==> src/common/gprPkg.sv <==
// Register ID codes, field widths, lane tags and value typedefs
`default_nettype none

package gprPkg;

	// Field widths
	localparam int regIdWidth = 6;
	localparam int regValWidth = 64;
	localparam int immWidth = 33;	// Bit 32 is the sign
	localparam int gprIdxWidth = 5;
	localparam int laneTagWidth = 2;

	localparam int gprCount = 32;	// Architectural GPRs per bank

	typedef logic [regIdWidth-1:0] regIdT;
	typedef logic [regValWidth-1:0] regValT;
	typedef logic [immWidth-1:0] immValT;
	typedef logic [gprIdxWidth-1:0] gprIdxT;
	typedef logic [laneTagWidth-1:0] laneTagT;

	// Special register codes, just above the GPRs
	localparam regIdT regIdDlr = 6'd32;
	localparam regIdT regIdDhr = 6'd33;
	localparam regIdT regIdSp = 6'd34;

	// Constant sources
	localparam regIdT regIdImm = 6'd60;	// Lane immediate
	localparam regIdT regIdZzr = 6'd63;	// Reads zero, also "no write" as a dest

	// Bank that holds the newest copy of a GPR
	localparam laneTagT laneA = 2'd0;
	localparam laneTagT laneB = 2'd1;
	localparam laneTagT laneC = 2'd2;

endpackage

`default_nettype wire

==> src/source/operandPort.sv <==
// One operand read port with source select and EX1-EX3 forwarding
`timescale 1ns/1ns
`default_nettype none

module operandPort
(
	input wire gprPkg::regIdT srcId,
	input wire gprPkg::immValT imm,	// This port's lane immediate
	input wire gprPkg::regValT gprVal,	// Bank value picked by lane tag
	input wire gprPkg::regValT valDlr,
	input wire gprPkg::regValT valDhr,
	input wire gprPkg::regValT valSp,

	input wire gprPkg::regIdT idRnA1,	// EX1 dests
	input wire gprPkg::regValT valRnA1,
	input wire gprPkg::regIdT idRnB1,
	input wire gprPkg::regValT valRnB1,
	input wire gprPkg::regIdT idRnC1,
	input wire gprPkg::regValT valRnC1,
	input wire gprPkg::regIdT idRnA2,	// EX2 dests
	input wire gprPkg::regValT valRnA2,
	input wire gprPkg::regIdT idRnB2,
	input wire gprPkg::regValT valRnB2,
	input wire gprPkg::regIdT idRnC2,
	input wire gprPkg::regValT valRnC2,
	input wire gprPkg::regIdT idRnA3,	// EX3 dests, also the write lanes
	input wire gprPkg::regValT valRnA3,
	input wire gprPkg::regIdT idRnB3,
	input wire gprPkg::regValT valRnB3,
	input wire gprPkg::regIdT idRnC3,
	input wire gprPkg::regValT valRnC3,

	output gprPkg::regValT srcVal
);

	gprPkg::regValT baseVal;	// Value from stored state or constant
	logic isConst;	// Imm and ZZR never forward

	// Base value select
	always_comb
	begin
		isConst = 1'b0;
		if (srcId < gprPkg::regIdT'(gprPkg::gprCount))
			baseVal = gprVal;
		else
		begin
			case (srcId)
				gprPkg::regIdDlr:
					baseVal = valDlr;
				gprPkg::regIdDhr:
					baseVal = valDhr;
				gprPkg::regIdSp:
					baseVal = valSp;
				gprPkg::regIdImm:
				begin
					baseVal = {{31{imm[32]}}, imm};	// Sign-extend 33 to 64
					isConst = 1'b1;
				end
				gprPkg::regIdZzr:
				begin
					baseVal = '0;
					isConst = 1'b1;
				end
				default:
					baseVal = '0;	// Unmapped code, still forwardable
			endcase
		end
	end

	// Youngest stage first, lane A first within a stage
	always_comb
	begin
		srcVal = baseVal;
		if (!isConst)
		begin
			if (srcId == idRnA1)
				srcVal = valRnA1;
			else if (srcId == idRnB1)
				srcVal = valRnB1;
			else if (srcId == idRnC1)
				srcVal = valRnC1;
			else if (srcId == idRnA2)
				srcVal = valRnA2;
			else if (srcId == idRnB2)
				srcVal = valRnB2;
			else if (srcId == idRnC2)
				srcVal = valRnC2;
			else if (srcId == idRnA3)	// EX3 forwards even when flushed
				srcVal = valRnA3;
			else if (srcId == idRnB3)
				srcVal = valRnB3;
			else if (srcId == idRnC3)
				srcVal = valRnC3;
		end
	end

endmodule

`default_nettype wire

==> config.mk <==
export PLATFORM = sky130hd
export DESIGN_NAME = operandPort
export DESIGN_NICKNAME = d
export VERILOG_FILES = /design/src/common/gprPkg.sv /design/src/source/operandPort.sv
export SDC_FILE = /design/constraint.sdc
export NUM_CORES = 1
export LEC_CHECK = 0
export ABC_AREA = 1
export BUFFER_PORTS_ARGS = -buffer_cell sky130_fd_sc_hd__buf_2
export CAP_MARGIN = 30
export CORE_AREA = 2 2 381 383
export DETAILED_ROUTE_END_ITERATION = 12
export DIE_AREA = 0 0 383 385
export PLACE_DENSITY = 0.32
export SYNTH_ARGS = -nofsm -noshare
export SYNTH_HDL_FRONTEND = slang
export SYNTH_SLANG_ARGS = --single-unit
==> constraint.sdc <==
create_clock -name vclk -period 3.4
set_clock_uncertainty 0.1 [all_clocks]
set_input_delay 0.85 -clock vclk [all_inputs]
set_output_delay 0.85 -clock vclk [all_outputs]
set_load 0.02 [all_outputs]
==> reports/qor.yml, run 1 <==
synthCells: 2343
gp_congestion: 0.924
preCtsSetupSlack_ps: -1930
dp.cells: 5417
start_util_pct: 7.27
grt.overflow.total: 0
fin_crit_ps: 4340
dp_hpwl_um: 143000
seq_cell_count: 0
vias_per_cell: 3.88
syn_avg_cell_area_um2: 4.44
finalHoldViolCount: 0
ant_nets: 0
whs_ps: 2000
grt_max_degree: 38
portBuffers: 989
drc: 0
maxCapViolCount: 0
seq_area_um2: 0
vdd_drop_max_uv: 69.6
rows: 139
io_pins: 989
p_comb_share_pct: 100.0
violations: "setup timing"
syn_area_mm2: 0.0104
status: "finished with violations"
die_area_mm2: 0.147
drive_gt1_share_pct: 63.4
p_leak_nw: 13.8
grt_pass1_wl_um: 206000
synthTopCellsByCount: "nand2_1 (961), nor2_1 (351), nand3_1 (268)"
slew_viol_final: 0
relSlewSlack_pct: 60.1
synth_cell_types: 38
die_w_um: 383
finalNonFillerCells: 5586
yosysMostFrequentCell: "nand2_1"
p_seq_share_pct: 0
drt-total-wl_um: 164000
yosys.area.top_type: "nand2_1"
power_density_mw_per_mm2: 144
ys_seq_area_share_pct: 0
rsz0062_at_grt: "true"
worstPathRequired_ps: 2450
tightest_slew_ps: 598
synthToLayoutAreaGrowth_pct: 162
setup_viol: 64
max_freq_mhz: 230
grt_pass1_vias: 21500
synth_area_leaders: "nand2_1 (35%), nand3_1 (13%), nor2_1 (13%)"
yosys_warnings: 0
p_clk_share_pct: 0
min_path_type: "input port to output pin"
cts-hold-fix-buffers: 0
dieHeight_um: 385
crit_fanout: 8
synth.top_cell.area_share_pct: 34.7
dr_total_vias: 21700
cp.arrival_ps: 3390
antenna_found_initial: 116
switching_share_pct: 57.0
grt_use_total_pct: 21.0
startpoint_type: "input port"
nNetsFinal: 4574
clkbuf_count: 0
period_share_pct: 128
worstSetupEndpointType: "output pin"
path_class: "input port to output pin"
p_switching_w: 0.00224
dr.pass1.iters: 5
routedWlPerCell_um: 29.3
syn_nets: 3268
fp.coreArea_mm2: 0.143
drt-initial-drc-count: 1311
power.internal_w: 0.00169
finalWorstSetupSlack_ps: -942
-- layout make-up --
type / count / area, µm²
Timing Repair Buffer: 1479 / 11200
Multi-Input combinational cell: 2055 / 13000
Inverter: 113 / 503
Antenna cell: 36 / 90.1
Tap cell: 1903 / 2380
Fill cell: 16800 / 116000
-- what timing repair did --
action,in CTS,in global routing
cloned,19,8
gates resized for setup,990,342
buffers inserted,103,44
endpoints found under the setup margin,64,64
pin swaps,293,297
-- per-layer routing --
| layer | track usage, % | vias to the layer above | routed length, µm |
|---|---|---|---|
| li1 | - | 10100 | - |
| met1 | 26.2 | 10300 | 68000 |
| met2 | 37.0 | 954 | 79000 |
| met3 | 4.89 | 236 | 12100 |
| met4 | 2.79 | 80 | 4030 |
| met5 | 0 | - | 471 |
-- critical path: stages --
cell	delay, ps
buf_8	100
buf_8	130
inv_8	60
nand2_8	60
nor2_4	140
buf_6	120
buf_12	130
buf_8	110
nand3_2	50
nand2_2	80
nor2_1	40
nand3_1	50
o21ai_1	70
buf_4	170
a21oi_4	140
buf_8	170
nor2_4	40
o21bai_1	160
nand2_1	80
nand2_1	70
nand2_2	110
nand2_2	110
nand2_4	100
nand2_2	90
buf_6	120
-- stage by stage --
step / utilization [%] / TNS (ps) / area [µm²] / power [W]
2_1_floorplan: - / -901 / 10800 / 0.00112
3_3_place_gp: 14.4 / -90450 / 20700 / 0.00311
3_5_place_dp: 14.5 / -90280 / 20700 / 0.00309
4_1_cts: 17.9 / -54590 / 25600 / 0.00385
5_1_grt: 19.0 / -59170 / 27200 / 0.00418
6_report: 19.0 / -51320 / 27200 / 0.00393
-- logic make-up after synthesis --
kind of cell    share of synthesized area [%]
simple gates                             71.2
buf+inv                                  12.6
xor+xnor                                 1.94
compound gates                           14.2
-- power groups by stage --
stage	clock (W)	combinational, W	sequential [W]
CTS	0	0.00385	0
detailed placement	0	0.00309	0
global route	0.000000000514	0.00418	0
floorplan	0	0.00112	0
global placement	0	0.00311	0
finish	0.00000000140	0.00393	0
-- layout by cell type (no fill, tap or decap), types with 68 or more instances in the layout --
master   netlist  routed
buf_4         16     270
a21oi_1      142      92
nand3_2        3     123
buf_6         10     146
inv_1        101      95
nand3_1      268     105
buf_2         72     919
nand2_1      961     603
or2_2         80      68
nand2_2        5     254
buf_12         0      94
nand2_4        0      97
nor2_1       351     272
-- path summary, 6_finish.rpt --
check	to	from	cells after the start
setup / recovery	srcVal[10]	srcId[4]	25
hold / removal	srcVal[53]	valRnB1[53]	6
Note: power is estimated with default switching activity, not from simulation.
==> inputs of run 2 (changes only) <==
--- a/config.mk
+++ b/config.mk
@@ -5,13 +5,12 @@
 export SDC_FILE = /design/constraint.sdc
 export NUM_CORES = 1
 export LEC_CHECK = 0
-export ABC_AREA = 1
 export BUFFER_PORTS_ARGS = -buffer_cell sky130_fd_sc_hd__buf_2
 export CAP_MARGIN = 30
 export CORE_AREA = 2 2 381 383
 export DETAILED_ROUTE_END_ITERATION = 12
 export DIE_AREA = 0 0 383 385
-export PLACE_DENSITY = 0.32
+export PLACE_DENSITY = 0.3
 export SYNTH_ARGS = -nofsm -noshare
 export SYNTH_HDL_FRONTEND = slang
 export SYNTH_SLANG_ARGS = --single-unit
==> run 2 against run 1 <==
The run still ends with setup timing left; global-route usage decreased by 0.97 points; sequential share of layout area unchanged; synthesized area is 23% lower; combinational power decreased by 18%; flip-flop and latch count is the same; via count is 20% lower; critical path depth down 12; fmax decreased by 5.3%; critical endpoint is now srcVal[54]; largest cell class is now buffers.
==> reports/qor.yml, run 2 <==
grt.overflow.total: 0  # unchanged
drc: 0  # unchanged
synthToLayoutAreaGrowth_pct: 172
routedWlPerCell_um: 34.8  # +19%
seq_cell_count: 0  # unchanged
dp_hpwl_um: 140000  # -2.3%
start_util_pct: 5.57  # -1.7 points
crit_fanout: 6  # -2
fin_crit_ps: 4590  # +245 ps
finalWorstSetupSlack_ps: -1190  # -245 ps
worstPathRequired_ps: 2450  # about the same
p_leak_nw: 9.43  # -32%
rows: 139  # unchanged
startpoint: "srcId[0]"
power_density_mw_per_mm2: 149  # +3.0%
antenna_found_initial: 186  # +60%
rsz0062_at_grt: "true"
synthCells: 1210  # -48%
dr.pass1.iters: 7  # +2
nNetsFinal: 3455  # -24%
layout_common_cells: "buf_2 (936), buf_4 (338), buf_6 (124), nor3_1 (97), nor2_1 (63)"
preCtsSetupSlack_ps: -1830  # +95.0 ps
drt-total-wl_um: 155000  # -5.4%
clkbuf_count: 0  # unchanged
dieHeight_um: 385  # unchanged
io_pins: 989  # unchanged
setup.worst_path.end: "srcVal[54]"
drt-initial-drc-count: 1217  # -7.2%
cp_slowest_cell: "a222oi_1"
grt_pass1_vias: 18300  # -15%
finalHoldViolCount: 0  # unchanged
grt_use_total_pct: 20.0  # -0.97 points
path_depth: 13  # -48%
tightest_slew_ps: 765  # +167 ps
crit_chain: "buf_16 -> buf_12 -> buf_16 -> buf_8 -> mux2_4 -> a222oi_1 -> a211oi_2 -> a211oi_2 -> buf_4 -> a211oi_2 -> buf_4 -> a2bb2oi_2 -> buf_4"
ys_seq_area_share_pct: 0  # unchanged
postLayoutCoreUtil_pct: 15.2  # -3.8 points
drive_gt1_share_pct: 71.9  # +8.5 points
die_w_um: 383  # unchanged
startpoint_type: "input port"
gp_congestion: 0.865  # -6.4%
layout.cells.most_common: "buf_2"
cp.arrival_ps: 3640  # +250 ps
status: "finished with violations"
relSlewSlack_pct: 49.0  # -11 points
synth_area_leaders: "a22oi_1 (9.0%), mux2_2 (8.9%), o21ai_0 (7.5%)"
portBuffers: 989  # unchanged
yosysMostFrequentCell: "o21ai_0"
syn_avg_cell_area_um2: 6.59  # +48%
ant_nets: 0  # unchanged
synthTopCellsByCount: "o21ai_0 (119), nor3_1 (111), clkbuf_1 (99)"
fp.coreArea_mm2: 0.143  # unchanged
slew_viol_final: 0  # unchanged
maxCapViolCount: 0  # unchanged
yosys.area.top_type: "a22oi_1"
synth.top_cell.area_share_pct: 9.04  # -26 points
min_path_type: "input port to output pin"
syn_area_mm2: 0.00797  # -23%
slowest_delay_ps: 530  # +360 ps
grt_pass1_wl_um: 191000  # -7.3%
grt_max_degree: 49  # +29%
cp_top_family: "compound AO/OA/AOI/OAI gates"
path_class: "input port to output pin"
synth_cell_types: 54  # +42%
worstSetupEndpointType: "output pin"
setup_viol: 64  # unchanged
yosys_warnings: 0  # unchanged
die_area_mm2: 0.147  # unchanged
period_share_pct: 135  # +7.2 points
syn_nets: 2135  # -35%
vias_per_cell: 3.90  # +0.75%
dr_total_vias: 17400  # -20%
vdd_drop_max_uv: 64.0  # -8.0%
seq_area_um2: 0  # unchanged
violations: "setup timing"
max_freq_mhz: 218  # -5.3%
crit_buf_inv: 7  # -2
## run 2: cell count changes after synthesis, moves of 93 or more
cell	before	now
a22oi_1	0	96
inv_1	101	8
nand2_1	961	66
nand3_1	268	4
nor2_1	351	80
nor3_1	0	111
## run 2: power by group
group / leakage (nW) / internal (W) / total, W / switching (W)
Combinational: 9.43 / 0.00151 / 0.00323 / 0.00172
Clock: 0.000133 / 0.000000000834 / 0.000000000834 / 0
Sequential: 0 / 0 / 0 / 0
## run 2: cells by family (layout without fill, tap and decap cells)
group,Yosys count,after routing,share of synthesized area [%]
multiplexers,64,64,9.02
AND/OR/NAND/NOR,299,299,17.6
other,0,21,0
AO/OA/AOI/OAI,627,627,58.3
buffers and inverters,166,1484,9.16
XOR/XNOR,54,54,5.93
## run 2: what timing repair did
item	in CTS	in global routing
setup buffers	81	12
pin swaps	170	109
endpoints found under the setup margin	64	64
gates resized for setup	465	100
cloned	7	0
hold buffers	0	0
## run 2: per-layer routing
layer | global-route usage (%) | vias up | routed length, µm
met5 | 0 | - | 724
met4 | 3.78 | 112 | 4750
met3 | 6.39 | 322 | 13700
met2 | 38.3 | 982 | 80500
met1 | 21.2 | 8339 | 55200
li1 | - | 7630 | -
## run 2: worst min path at each step
stage               slack (ps)   startpoint  cells after the start    endpoint
floorplan                 1790      imm[11]                      2  srcVal[11]
global placement          2060  valRnA1[54]                      4  srcVal[54]
detailed placement        2060  valRnA1[32]                      4  srcVal[32]
CTS                       2050  valRnA1[54]                      4  srcVal[54]
global route              2080  valRnA3[35]                      4  srcVal[35]
finish                    2050  valRnA1[54]                      4  srcVal[54]
## run 2: cell type report
class	count	area, µm²
diodes	21	52.6
repair buffers	1475	10200
multi-input cells	1044	9070
well taps	1903	2380
fillers	16700	121000
inverters	9	33.8
## run 2: through the flow
| step | cells | hold slack (ps) | TNS (ps) | area (µm²) | power, W |
|---|---|---|---|---|---|
| 5_1_grt | 4440 | 2080 | -70020 | 21700 | 0.00341 |
| 6_report | 4452 | 2050 | -63080 | 21700 | 0.00323 |
| 2_1_floorplan | 1210 | 1790 | -26780 | 8160 | 0.000912 |
| 3_3_place_gp | 4352 | 2060 | -88820 | 18400 | 0.00283 |
| 4_1_cts | 4429 | 2050 | -68680 | 21200 | 0.00326 |
| 3_5_place_dp | 4353 | 2060 | -87550 | 18400 | 0.00283 |
