## config.mk

```make
export PLATFORM = sky130hd
export DESIGN_NAME = sprBank
export DESIGN_NICKNAME = d
export VERILOG_FILES = /design/src/common/gprPkg.sv /design/src/source/sprBank.sv
export SDC_FILE = /design/constraint.sdc
export NUM_CORES = 1
export LEC_CHECK = 0
export BUFFER_PORTS_ARGS = -buffer_cell sky130_fd_sc_hd__buf_4
export CAP_MARGIN = 20
export CORE_MARGIN = 2
export CORE_UTILIZATION = 40
export DETAILED_ROUTE_END_ITERATION = 16
export PLACE_DENSITY = 0.72
export SYNTH_ARGS = -nofsm -noshare
export SYNTH_HDL_FRONTEND = slang
export SYNTH_SLANG_ARGS = --single-unit
```

## constraint.sdc

```tcl
create_clock -name clock -period 1.6 [get_ports clock]
set_input_delay 0.08 -clock clock [delete_from_list [all_inputs] [get_ports clock]]
set_output_delay 0.08 -clock clock [all_outputs]
set_load 0.02 [all_outputs]
```

## src/common/gprPkg.sv

```systemverilog
// Register ID codes, field widths, lane tags and value typedefs
`default_nettype none

package gprPkg;

	// Field widths
	localparam int regIdWidth = 6;
	localparam int regValWidth = 64;
	localparam int immWidth = 33;	// Bit 32 is the sign
	localparam int gprIdxWidth = 5;
	localparam int laneTagWidth = 2;

	localparam int gprCount = 32;	// Architectural GPRs per bank

	typedef logic [regIdWidth-1:0] regIdT;
	typedef logic [regValWidth-1:0] regValT;
	typedef logic [immWidth-1:0] immValT;
	typedef logic [gprIdxWidth-1:0] gprIdxT;
	typedef logic [laneTagWidth-1:0] laneTagT;

	// Special register codes, just above the GPRs
	localparam regIdT regIdDlr = 6'd32;
	localparam regIdT regIdDhr = 6'd33;
	localparam regIdT regIdSp = 6'd34;

	// Constant sources
	localparam regIdT regIdImm = 6'd60;	// Lane immediate
	localparam regIdT regIdZzr = 6'd63;	// Reads zero, also "no write" as a dest

	// Bank that holds the newest copy of a GPR
	localparam laneTagT laneA = 2'd0;
	localparam laneTagT laneB = 2'd1;
	localparam laneTagT laneC = 2'd2;

endpackage

`default_nettype wire

```

## src/source/sprBank.sv

```systemverilog
// DLR, DHR and SP special registers with three-lane write priority
`timescale 1ns/1ns
`default_nettype none

module sprBank
(
	input wire clock,
	input wire rstN,
	input wire writeEn,	// Same gate as the GPR banks

	input wire gprPkg::regIdT idA,	// EX3 dest IDs
	input wire gprPkg::regIdT idB,
	input wire gprPkg::regIdT idC,
	input wire gprPkg::regValT valA,
	input wire gprPkg::regValT valB,
	input wire gprPkg::regValT valC,

	output gprPkg::regValT valDlr,
	output gprPkg::regValT valDhr,
	output gprPkg::regValT valSp
);

	// Next value for one register, C checked last so it wins
	function automatic gprPkg::regValT sprNext
	(
		input gprPkg::regIdT code,
		input gprPkg::regValT cur
	);
		gprPkg::regValT pick;
		pick = cur;	// Keep old value if no lane hits
		if (idA == code)
			pick = valA;
		if (idB == code)
			pick = valB;
		if (idC == code)
			pick = valC;
		return pick;
	endfunction

	always_ff @(posedge clock)
	begin
		if (!rstN)
		begin
			valDlr <= '0;
			valDhr <= '0;
			valSp <= '0;
		end
		else if (writeEn)
		begin
			valDlr <= sprNext(gprPkg::regIdDlr, valDlr);
			valDhr <= sprNext(gprPkg::regIdDhr, valDhr);
			valSp <= sprNext(gprPkg::regIdSp, valSp);	// Stack pointer
		end
	end

endmodule

`default_nettype wire

```

==> results of run 1 <==
==> sequential cells by signal, indices dropped and copies added, names as in the netlist <==
register	cells
valDhr	64
valDlr	64
valSp	64
==> power by group through the flow <==
stage | clock [uW] | combinational [uW] | sequential, uW
4_1_cts | 4780 | 2250 | 4870
3_5_place_dp | 0 | 2240 | 4980
6_report | 4740 | 2300 | 4870
2_1_floorplan | 0 | 1050 | 5050
5_1_grt | 4970 | 2430 | 4880
3_3_place_gp | 0 | 2210 | 4980
==> stage by stage <==
step	cells	hold WS, ns	utilization
2_1_floorplan	1585	0.360	-
3_3_place_gp	2282	0.445	0.531
3_5_place_dp	2282	0.453	0.531
4_1_cts	2311	0.0175	0.551
5_1_grt	2313	0.0401	0.551
6_report	2313	0.0312	0.551
==> cell families (layout without fill, tap and decap cells) <==
logic type             after synthesis  count (layout)  share of synthesized area
flip-flops                         192             192                      0.298
buffers and inverters              218             542                     0.0726
AO/OA/AOI/OAI                      517             517                      0.301
other                                0               2                          0
AND/OR/NAND/NOR                    466             466                      0.179
multiplexers                       192             192                      0.149
==> metal layers <==
metal	vias to the layer above	GRT usage	wire [um]	part of all wire
met5	-	0	0	0
met2	957	0.491	24700	0.47
met1	7097	0.372	20900	0.40
li1	6668	-	-	-
met4	0	0.151	2150	0.041
met3	161	0.0666	5080	0.096
==> cell type report <==
cell class	instances	area (um2)	share of cell area
Sequential cell	192	3840	0.220
Clock inverter	9	159	0.00911
Tap cell	402	503	0.0288
Clock buffer	20	457	0.0262
Timing Repair Buffer	513	4280	0.245
Antenna cell	2	5.00	0.000287
Multi-Input combinational cell	1175	8190	0.470
==> tightest hold or removal path: cells and delay by family <==
kind                   cells  cell delay, ns
buffers and inverters      1            0.18
and+or+nand+nor            1            0.10
muxes                      1            0.05
==> how the worst max path moves through the flow <==
stage / startpoint / to / cells after the start
detailed placement: idC[4] / valDlr[43]$_SDFFE_PN0P_ / 7
global route: idA[3] / valDlr[27]$_SDFFE_PN0P_ / 7
global placement: idC[4] / valDhr[29]$_SDFFE_PN0P_ / 7
CTS: idC[4] / valDlr[50]$_SDFFE_PN0P_ / 7
floorplan: idC[4] / valDlr[35]$_SDFFE_PN0P_ / 7
finish: idC[4] / valDhr[24]$_SDFFE_PN0P_ / 7
==> timing repair <==
action,4_1_cts,5_1_grt
hold endpoints to repair,0,0
gates resized for setup,0,2
endpoints found under the setup margin,0,9
==> synthesized netlist by cell type <==
| cell | instances |
|---|---|
| a31o_2 | 68 |
| or2_1 | 1 |
| or3_1 | 65 |
| mux2i_1 | 192 |
| o31ai_1 | 65 |
| nand2_1 | 192 |
| buf_2 | 27 |
| buf_1 | 8 |
| o41ai_1 | 64 |
| nand3_1 | 128 |
| o32ai_1 | 1 |
| o21ai_0 | 128 |
| or4b_1 | 2 |
| o311ai_1 | 27 |
| and3_1 | 64 |
| o21ai_1 | 2 |
| buf_6 | 7 |
| or4b_2 | 1 |
| nor3b_1 | 2 |
| nor2_2 | 1 |
| nor2b_1 | 2 |
| nor2_1 | 1 |
| clkbuf_1 | 168 |
| and2_1 | 1 |
| nand2b_1 | 3 |
| or2_2 | 1 |
| nor4b_4 | 1 |
| dfxtp_1 | 192 |
| o311ai_0 | 37 |
| buf_4 | 8 |
| a21boi_0 | 64 |
| a31o_1 | 60 |
| nor3_1 | 1 |
| o22ai_1 | 1 |
==> reports/qor.yml, run 1 <==
status:
  status: "completed"
detailed_routing:
  postRouteAntennaNets: 0
  route.final.wire_length_mm: 52.8
  dr.pass1.iters: 6
  drc_violations: 0
  vias: 14900
  drt_iter0_drc: 1411
  drt-vias-per-instance: 6.43
  detail_route.wl_per_cell_um: 22.8
clocking:
  cts.sink_count: 192
  cts.root.buffer_cell: "clkbuf_16"
  clock_tree.htree_level_count: 4
  cts.path.max_buffers: 2
  tritoncts: "built"
  clock_insertion_delay_worst_skew_ns: 0.44
  cts_hold_repair.buffers: 0
  cts-buffers-inserted: 17
  worst_setup_hold_path_clk_slew_ns: 0.07
  cts.repair_timing.setup_buffer_count: 0
setup_path:
  cp.required_ns: 1.92
  worst-path-buf-inv: 3
  critPathCaptureType: "register"
  worst_reg2reg_path_startpoint: "valDlr[31]$_SDFFE_PN0P_"
  r2r_cells: 2
  critPathArrivalTime_ns: 1.91
  timing.critical_path.fanout_max: 9
  rr_endpoint: "valDlr[31]$_SDFFE_PN0P_"
  most_common_cell_type_on_the_critical_path: "buf_4"
  crit_path_cell_trace: "buf_4 > or4b_4 > buf_4 > o22ai_1 > o21ai_4 > buf_4 > mux2i_1"
  start_kind: "primary input"
  path_delay_family: "simple AND/OR/NAND/NOR gates"
  rrSetupSlack_ns: 0.95
  slowest_stage: "or4b_4"
  timing.critical_path.slowest_cell_delay_ns: 0.59
  worst-setup-path-type: "in2reg"
global_routing:
  grt_pass1_vias: 14400
  grt-ovfl-total: 0
  grt_max_degree: 73
  grt_first_pass_wirelength_mm: 80.1
  antenna_violations_before_repair: 2
  groute.usage.overall: 0.300
yosys:
  syn-mean-instance-area_um2: 8.13
  yosys.area.top_type: "dfxtp_1"
  yosysWarningCount: 0
  yosysSeqAreaShare: 0.298
  yosysUniqueCellTypes: 34
  synth.ff_latch_count: 192
  ys_top_cells_by_area: "dfxtp_1 30%, mux2i_1 15%, nand2_1 5.6%"
  synth.top_cell.area_share: 0.298
  mappedNetlistNets: 1798
  synth_cells: 1585
  synthesis.area_mm2: 0.0129
finish:
  nets: 2112
  drive_gt1_frac: 0.328
  num-fill-cells: 2857
  area_delta_synth_final_pct: 35.4
  mostFrequentLayoutCells: "478 x buf_4, 192 x nand2_1, 192 x mux2i_1, 192 x dfxtp_1"
  fin_area_mm2: 0.0174
  mostFrequentLayoutCell: "buf_4"
power_and_ir_drop:
  cellLeakagePower_uw: 0.00792
  netSwitchingFraction: 0.283
  report.power.total_uw: 11900
  power_per_cell_area_mw_per_mm2: 683
  ir_worst_vdd_mv: 0.681
  power.net_switching_uw: 3370
  clkPwrFrac: 0.398
  cellInternalPower_uw: 8530
  combinational_fraction_of_design_power: 0.193
  seq_power_share: 0.409
timing:
  clock.fmax_ghz: 0.628
  postLayoutSetupSlackWorst_ns: 0.00849
  setup_viol_count_final: 0
  totalNegativeSetupSlack_ns: 0
  tightest_slew_ns: 0.620
  final-hold-violation-count: 0
  maxSlewHeadroom: 0.588
  timing.clock.skew_ns: 0
  period_needed_ns: 1.59
  grt_setup_unrepaired: "false"
  maxSlewViolCount: 0
  final.period_utilization: 0.995
worst_hold_path:
  worstHoldStart: "rstN"
  hp-class: "in2reg"
  timing.hold.worst_endpoint: "valDhr[35]$_SDFFE_PN0P_"
  number_of_instances_on_the_worst_hold_path: 3
floorplanning:
  die_area_mm2: 0.0336
  placeableCoreArea_mm2: 0.0316
  floorplan.die.height_um: 183
  i_o_pins: 405
  fp.dieW_um: 183
  fp-row-count: 65
  floorplan.initialDensity: 0.407
placement:
  numPortBuffers: 404
  place.gp.congestion: 0.891
  detailed_place_hpwl_mm: 35.9
  place_area_mm2: 0.0168
  dp_worst_setup_slack_ns: -0.416
run:
  max-cap-violations: 0
Note: power is estimated with default switching activity, not from simulation.
==> inputs of run 2 (changes only) <==
--- a/config.mk
+++ b/config.mk
@@ -10,7 +10,7 @@
 export CORE_MARGIN = 2
 export CORE_UTILIZATION = 40
 export DETAILED_ROUTE_END_ITERATION = 16
-export PLACE_DENSITY = 0.72
+export PLACE_DENSITY = 0.79
 export SYNTH_ARGS = -nofsm -noshare
 export SYNTH_HDL_FRONTEND = slang
 export SYNTH_SLANG_ARGS = --single-unit
==> run 2 against run 1 <==
Against the previous run:
- clock skew unchanged
- maximum frequency up 0.88%
- non-clock buffer count down 6
- critical endpoint is now valSp[1]$_SDFFE_PN0P_
- clock power down 8.6%
- setup slack better by 0.014 ns
- highest routed layer unchanged
- core utilization down 0.44 points
==> reports/qor.yml, run 2 (synthesized netlist as in run 1, its figures left out) <==
clocking:
  cts.root.buffer_cell: "clkbuf_16"
  worst_setup_hold_path_clk_slew_ns: 0.07  # about the same
  tritoncts: "built"
  cts.sink_count: 192  # unchanged
  cts_hold_repair.buffers: 0  # unchanged
  clock_insertion_delay_worst_skew_ns: 0.42  # -0.02 ns
  clock_tree.htree_level_count: 4  # unchanged
  cts-buffers-inserted: 17  # unchanged
  cts.path.max_buffers: 2  # unchanged
placement:
  place.gp.congestion: 0.918  # +3.0%
  numPortBuffers: 404  # unchanged
  cell_count_post_placement: 2276  # -0.26%
  detailed_place_hpwl_mm: 35.7  # -0.62%
detailed_routing:
  drc_violations: 0  # unchanged
  postRouteAntennaNets: 0  # unchanged
  dr.pass1.iters: 8  # +2
  drt_iter0_drc: 1682  # +19%
  detail_route.wl_per_cell_um: 23.0  # +0.78%
  vias: 15000  # +1.0%
  drt-vias-per-instance: 6.51  # +1.2%
  route.final.wire_length_mm: 53.2  # +0.65%
timing:
  timing.clock.skew_ns: 0  # unchanged
  tightest_slew_ns: 0.750  # +0.130 ns
  setup_viol_count_final: 0  # unchanged
  final.period_utilization: 0.986  # -0.00871
  period_needed_ns: 1.58  # -0.0139 ns
  clock.fmax_ghz: 0.634  # +0.88%
  maxSlewViolCount: 0  # unchanged
  final-hold-violation-count: 0  # unchanged
  grt_setup_unrepaired: "true"
  tightest_hold_margin_ns: 0.0463  # +0.0151 ns
  maxSlewHeadroom: 0.500  # -0.0880
setup_path:
  timing.critical_path.fanout_max: 17  # +8
  worst-setup-path-type: "in2reg"
  setup.worst_path.start: "idC[4]"
  cp.required_ns: 1.95  # +0.03 ns
  critPathArrivalTime_ns: 1.93  # +0.02 ns
  critPathCaptureType: "register"
  start_kind: "primary input"
  timing.critical_path.slowest_cell_delay_ns: 0.61  # +0.02 ns
  most_common_cell_type_on_the_critical_path: "buf_4"
  slowest_stage: "or4b_4"
  worst_reg2reg_path_startpoint: "valSp[20]$_SDFFE_PN0P_"
  crit_path_cell_trace: "buf_4 > or4b_4 > buf_4 > nor2_4 > buf_4 > o311ai_0 > mux2i_1"
power_and_ir_drop:
  cellLeakagePower_uw: 0.00787  # -0.68%
  ir_worst_vdd_mv: 0.684  # +0.39%
  power_per_cell_area_mw_per_mm2: 664  # -2.8%
floorplanning:
  fp-row-count: 65  # unchanged
  i_o_pins: 405  # unchanged
  fp.dieW_um: 183  # unchanged
  placeableCoreArea_mm2: 0.0316  # unchanged
  floorplan.initialDensity: 0.407  # unchanged
  floorplan.die.height_um: 183  # unchanged
  die_area_mm2: 0.0336  # unchanged
finish:
  num-fill-cells: 2881  # +0.84%
  drive_gt1_frac: 0.327  # -0.00158
  top_regs: "valDhr x64, valDlr x64, valSp x64"
  nets: 2106  # -0.28%
  area_occupied_by_registers_mm2: 0.00384  # unchanged
  mostFrequentLayoutCell: "buf_4"
  mostFrequentLayoutCells: "475 x buf_4, 192 x nand2_1, 192 x mux2i_1, 192 x dfxtp_1"
  layoutNonFillerInstCount: 2310  # -0.13%
  area_of_combinational_cells_with_multiple_inputs_mm2: 0.00819  # about the same
  area_delta_synth_final_pct: 34.3
run:
  max-cap-violations: 0  # unchanged
global_routing:
  grt_max_degree: 65  # -11%
  groute.usage.overall: 0.303  # +0.00285
  grt_pass1_vias: 14500  # +0.57%
  antenna_violations_before_repair: 1  # -1
  grt_first_pass_wirelength_mm: 80.8  # +0.85%
  grt-ovfl-total: 0  # unchanged
worst_hold_path:
  worstHoldStart: "rstN"
  hp-class: "in2reg"
status:
  status: "completed"
[run 2: routing by layer]
metal  global-route usage  routed length, um  part of all wire  vias up
li1                     -                  -                 -     6652
met1                0.377              20300              0.38     7057
met2                0.498              24600              0.46     1130
met3               0.0723               6150              0.12      198
met4                0.136               2110             0.040        0
met5                    0                  0                 0        -
[run 2: power by group]
group | switching [uW] | internal [uW] | total, uW
clock | 2170 | 2160 | 4330
combinational | 1280 | 1000 | 2290
sequential | 40.5 | 4830 | 4870
[run 2: through the flow]
stage	setup TNS (ns)	power (uW)	area (um2)	setup WS [ns]	util
2_1_floorplan	-6.75	6090	13100	-0.0584	-
3_3_place_gp	-58.75	7180	16700	-0.403	0.528
3_5_place_dp	-61.66	7210	16700	-0.463	0.528
4_1_cts	0	11500	17300	0.0285	0.546
5_1_grt	-0.0456	11900	17300	-0.0142	0.547
6_report	0	11500	17300	0.0224	0.547
[run 2: worst paths after layout]
kind	end	depth (start not counted)	slack, ns
worst max-delay path	valSp[1]$_SDFFE_PN0P_	7	0.02
worst min-delay path	valSp[36]$_SDFFE_PN0P_	3	0.05
worst max register to register	valSp[20]$_SDFFE_PN0P_	2	0.89
worst min register to register	valDhr[41]$_SDFFE_PN0P_	2	0.46
[run 2: final cells by class]
class                      instances  area share
antenna                            2    0.000289
tap                              402      0.0291
clock inverter                    12     0.00687
sequential                       192       0.222
clock buffer                      20      0.0264
timing repair buffer             507       0.242
multi-input combinational       1175       0.473
[run 2: timing repair]
item | 4_1_cts | 5_1_grt
endpoints found under the hold margin | 0 | 0
setup buffers | 0 | 0
gates resized for setup | 1 | 1
setup endpoints to repair | 1 | 3
cloned | 0 | 0
[run 2: worst max-delay path: cells and delay by family]
kind | cells | cell delay [ns]
AND/OR/NAND/NOR | 2 | 0.86
buffers and inverters | 3 | 0.62
multiplexers | 1 | 0.16
AO/OA/AOI/OAI | 1 | 0.21
==> inputs of run 3 (changes only) <==
--- a/config.mk
+++ b/config.mk
@@ -5,7 +5,7 @@
 export SDC_FILE = /design/constraint.sdc
 export NUM_CORES = 1
 export LEC_CHECK = 0
-export BUFFER_PORTS_ARGS = -buffer_cell sky130_fd_sc_hd__buf_4
+export BUFFER_PORTS_ARGS = -buffer_cell sky130_fd_sc_hd__clkbuf_2
 export CAP_MARGIN = 20
 export CORE_MARGIN = 2
 export CORE_UTILIZATION = 40
==> run 3 against run 2 <==
Against the previous run:
- hold slack got worse by 0.017 ns
- sequential power barely moved
- power rose by 0.80%
- clock power rose by 5.3%
- sequential share of layout area rose by 1.1 points
- critical path type unchanged
==> reports/qor.yml, run 3 (synthesized netlist as in run 1, its figures left out) <==
setup_path:
  critPathArrivalTime_ns: 1.83  # -0.10 ns
  worst-setup-path-type: "in2reg"
  r2r_cells: 2  # unchanged
  timing.critical_path.fanout_max: 33  # +16
  path_delay_family: "simple AND/OR/NAND/NOR gates"
  cp.required_ns: 1.91  # -0.04 ns
  timing.critical_path.slowest_cell_delay_ns: 0.60  # about the same
  rr_endpoint: "valSp[44]$_SDFFE_PN0P_"
  endpoint: "valSp[47]$_SDFFE_PN0P_"
  setup.worst_path.start: "idC[4]"
  rrSetupSlack_ns: 0.90  # about the same
  slowest_stage: "or4b_4"
  crit_path_cell_trace: "clkbuf_2 > or4b_4 > buf_4 > buf_12 > or3_1 > o311ai_1 > mux2i_1"
  worst_reg2reg_path_startpoint: "valSp[44]$_SDFFE_PN0P_"
  worst-path-buf-inv: 3  # unchanged
  start_kind: "primary input"
  critPathCaptureType: "register"
  cp_num_cells: 7  # unchanged
global_routing:
  grt-ovfl-total: 0  # unchanged
  top_usage_layer: "met2"
  use_met3: 0.0705  # -0.00178
  groute.usage.overall: 0.308  # +0.00464
  gr-usage-met2: 0.498  # about the same
  antenna_violations_before_repair: 1  # unchanged
  grt.met1_usage: 0.388  # +0.0106
  grt_first_pass_wirelength_mm: 82.3  # +1.9%
  grt_pass1_vias: 15000  # +3.8%
  grt_max_degree: 64  # -1.5%
timing:
  setup_viol_count_final: 0  # unchanged
  maxSlewHeadroom: 0.590  # +0.0900
  period_needed_ns: 1.52  # -0.0594 ns
  final.period_utilization: 0.949  # -0.0371
  tightest_slew_ns: 0.608  # -0.143 ns
  final-hold-violation-count: 0  # unchanged
  grt_setup_unrepaired: "false"
  clock.fmax_ghz: 0.659  # +3.9%
  tightest_hold_margin_ns: 0.0288  # -0.0175 ns
  maxSlewViolCount: 0  # unchanged
  timing.clock.skew_ns: 0  # unchanged
  postLayoutSetupSlackWorst_ns: 0.0819  # +0.0594 ns
  totalNegativeSetupSlack_ns: 0  # unchanged
clocking:
  tritoncts: "built"
  worst_setup_hold_path_clk_slew_ns: 0.08  # about the same
  clock_insertion_delay_worst_skew_ns: 0.44  # +0.02 ns
  cts.repair_timing.setup_buffer_count: 0  # unchanged
  cts-buffers-inserted: 17  # unchanged
  cts.root.buffer_cell: "clkbuf_16"
  cts.sink_count: 192  # unchanged
  cts_hold_repair.buffers: 0  # unchanged
  cts.path.max_buffers: 2  # unchanged
  cts.repair.resized: 0  # -1
  clock_tree.htree_level_count: 4  # unchanged
finish:
  area_occupied_by_registers_mm2: 0.00384  # unchanged
  area_delta_synth_final_pct: 28.1
  top_regs: "valDhr x64, valDlr x64, valSp x64"
  drive_gt1_frac: 0.335  # +0.00854
  area_of_combinational_cells_with_multiple_inputs_mm2: 0.00819  # unchanged
  mostFrequentLayoutCell: "clkbuf_2"
  num-fill-cells: 2944  # +2.2%
  layoutNonFillerInstCount: 2332  # +0.95%
  post-route-util: 0.521  # -0.0254
  nets: 2129  # +1.1%
  mostFrequentLayoutCells: "401 x clkbuf_2, 192 x nand2_1, 192 x mux2i_1, 192 x dfxtp_1"
placement:
  place.gp.congestion: 0.882  # -3.9%
  cell_count_post_placement: 2299  # +1.0%
  detailed_place_hpwl_mm: 36.3  # +1.7%
  dp_worst_setup_slack_ns: -0.350  # +0.114 ns
  numPortBuffers: 404  # unchanged
detailed_routing:
  drc_violations: 0  # unchanged
  dr.pass1.iters: 6  # -2
  drt_iter0_drc: 1748  # +3.9%
  detail_route.wl_per_cell_um: 22.9  # -0.30%
  vias: 15200  # +1.4%
  postRouteAntennaNets: 0  # unchanged
  route.final.wire_length_mm: 53.5  # +0.65%
  drt-vias-per-instance: 6.54  # +0.39%
floorplanning:
  floorplan.die.height_um: 183  # unchanged
  i_o_pins: 405  # unchanged
  floorplan.initialDensity: 0.407  # unchanged
  fp.dieW_um: 183  # unchanged
  die_area_mm2: 0.0336  # unchanged
  placeableCoreArea_mm2: 0.0316  # unchanged
  fp-row-count: 65  # unchanged
power_and_ir_drop:
  power_per_cell_area_mw_per_mm2: 702  # +5.7%
  cellLeakagePower_uw: 0.00771  # -2.1%
  ir_worst_vdd_mv: 0.702  # +2.6%
worst_hold_path:
  hp-class: "in2reg"
  number_of_instances_on_the_worst_hold_path: 4  # +1
run:
  max-cap-violations: 0  # unchanged
status:
  status: "completed"
-- run 3: worst register-to-register path: stages (launching register included) --
cell and delay (ns):
dfxtp_1 0.40, nand2_1 0.08, mux2i_1 0.16
-- run 3: routing by layer --
metal	routed length [um]	vias up
li1	-	6695
met1	20900	7227
met2	24700	1133
met3	5830	185
met4	2080	0
met5	0	-
-- run 3: report_power, final --
| group | total [uW] | leakage (uW) | internal [uW] | switching, uW |
|---|---|---|---|---|
| Combinational | 2150 | 0.00587 | 853 | 1300 |
| Clock | 4560 | 0.000288 | 2310 | 2250 |
| Sequential | 4870 | 0.00155 | 4830 | 37.2 |
| Total | 11600 | 0.00771 | 7990 | 3590 |
-- run 3: worst min path at each step --
stage,to,start,slack [ns]
CTS,valDlr[1]$_SDFFE_PN0P_,valB[1],0.02
finish,valDlr[12]$_SDFFE_PN0P_,valB[12],0.03
global route,valDlr[16]$_SDFFE_PN0P_,valA[16],0.04
global placement,valSp[8]$_SDFFE_PN0P_,valSp[8]$_SDFFE_PN0P_,0.44
floorplan,valDlr[35]$_SDFFE_PN0P_,valB[35],0.36
detailed placement,valSp[53]$_SDFFE_PN0P_,valSp[53]$_SDFFE_PN0P_,0.45
-- run 3: stage by stage --
step / area, um2 / total power [uW]
after floorplan: 13100 / 6090
after global placement: 15900 / 7030
after detailed placement: 15900 / 7070
after CTS: 16500 / 11500
after global routing: 16500 / 11900
final: 16500 / 11600
-- run 3: layout make-up --
| type | instances | share of cell area |
|---|---|---|
| Antenna cell | 1 | 0.000152 |
| Clock buffer | 19 | 0.0275 |
| Clock inverter | 13 | 0.00850 |
| Multi-Input combinational cell | 1175 | 0.496 |
| Sequential cell | 192 | 0.233 |
| Tap cell | 402 | 0.0305 |
| Timing Repair Buffer | 530 | 0.204 |
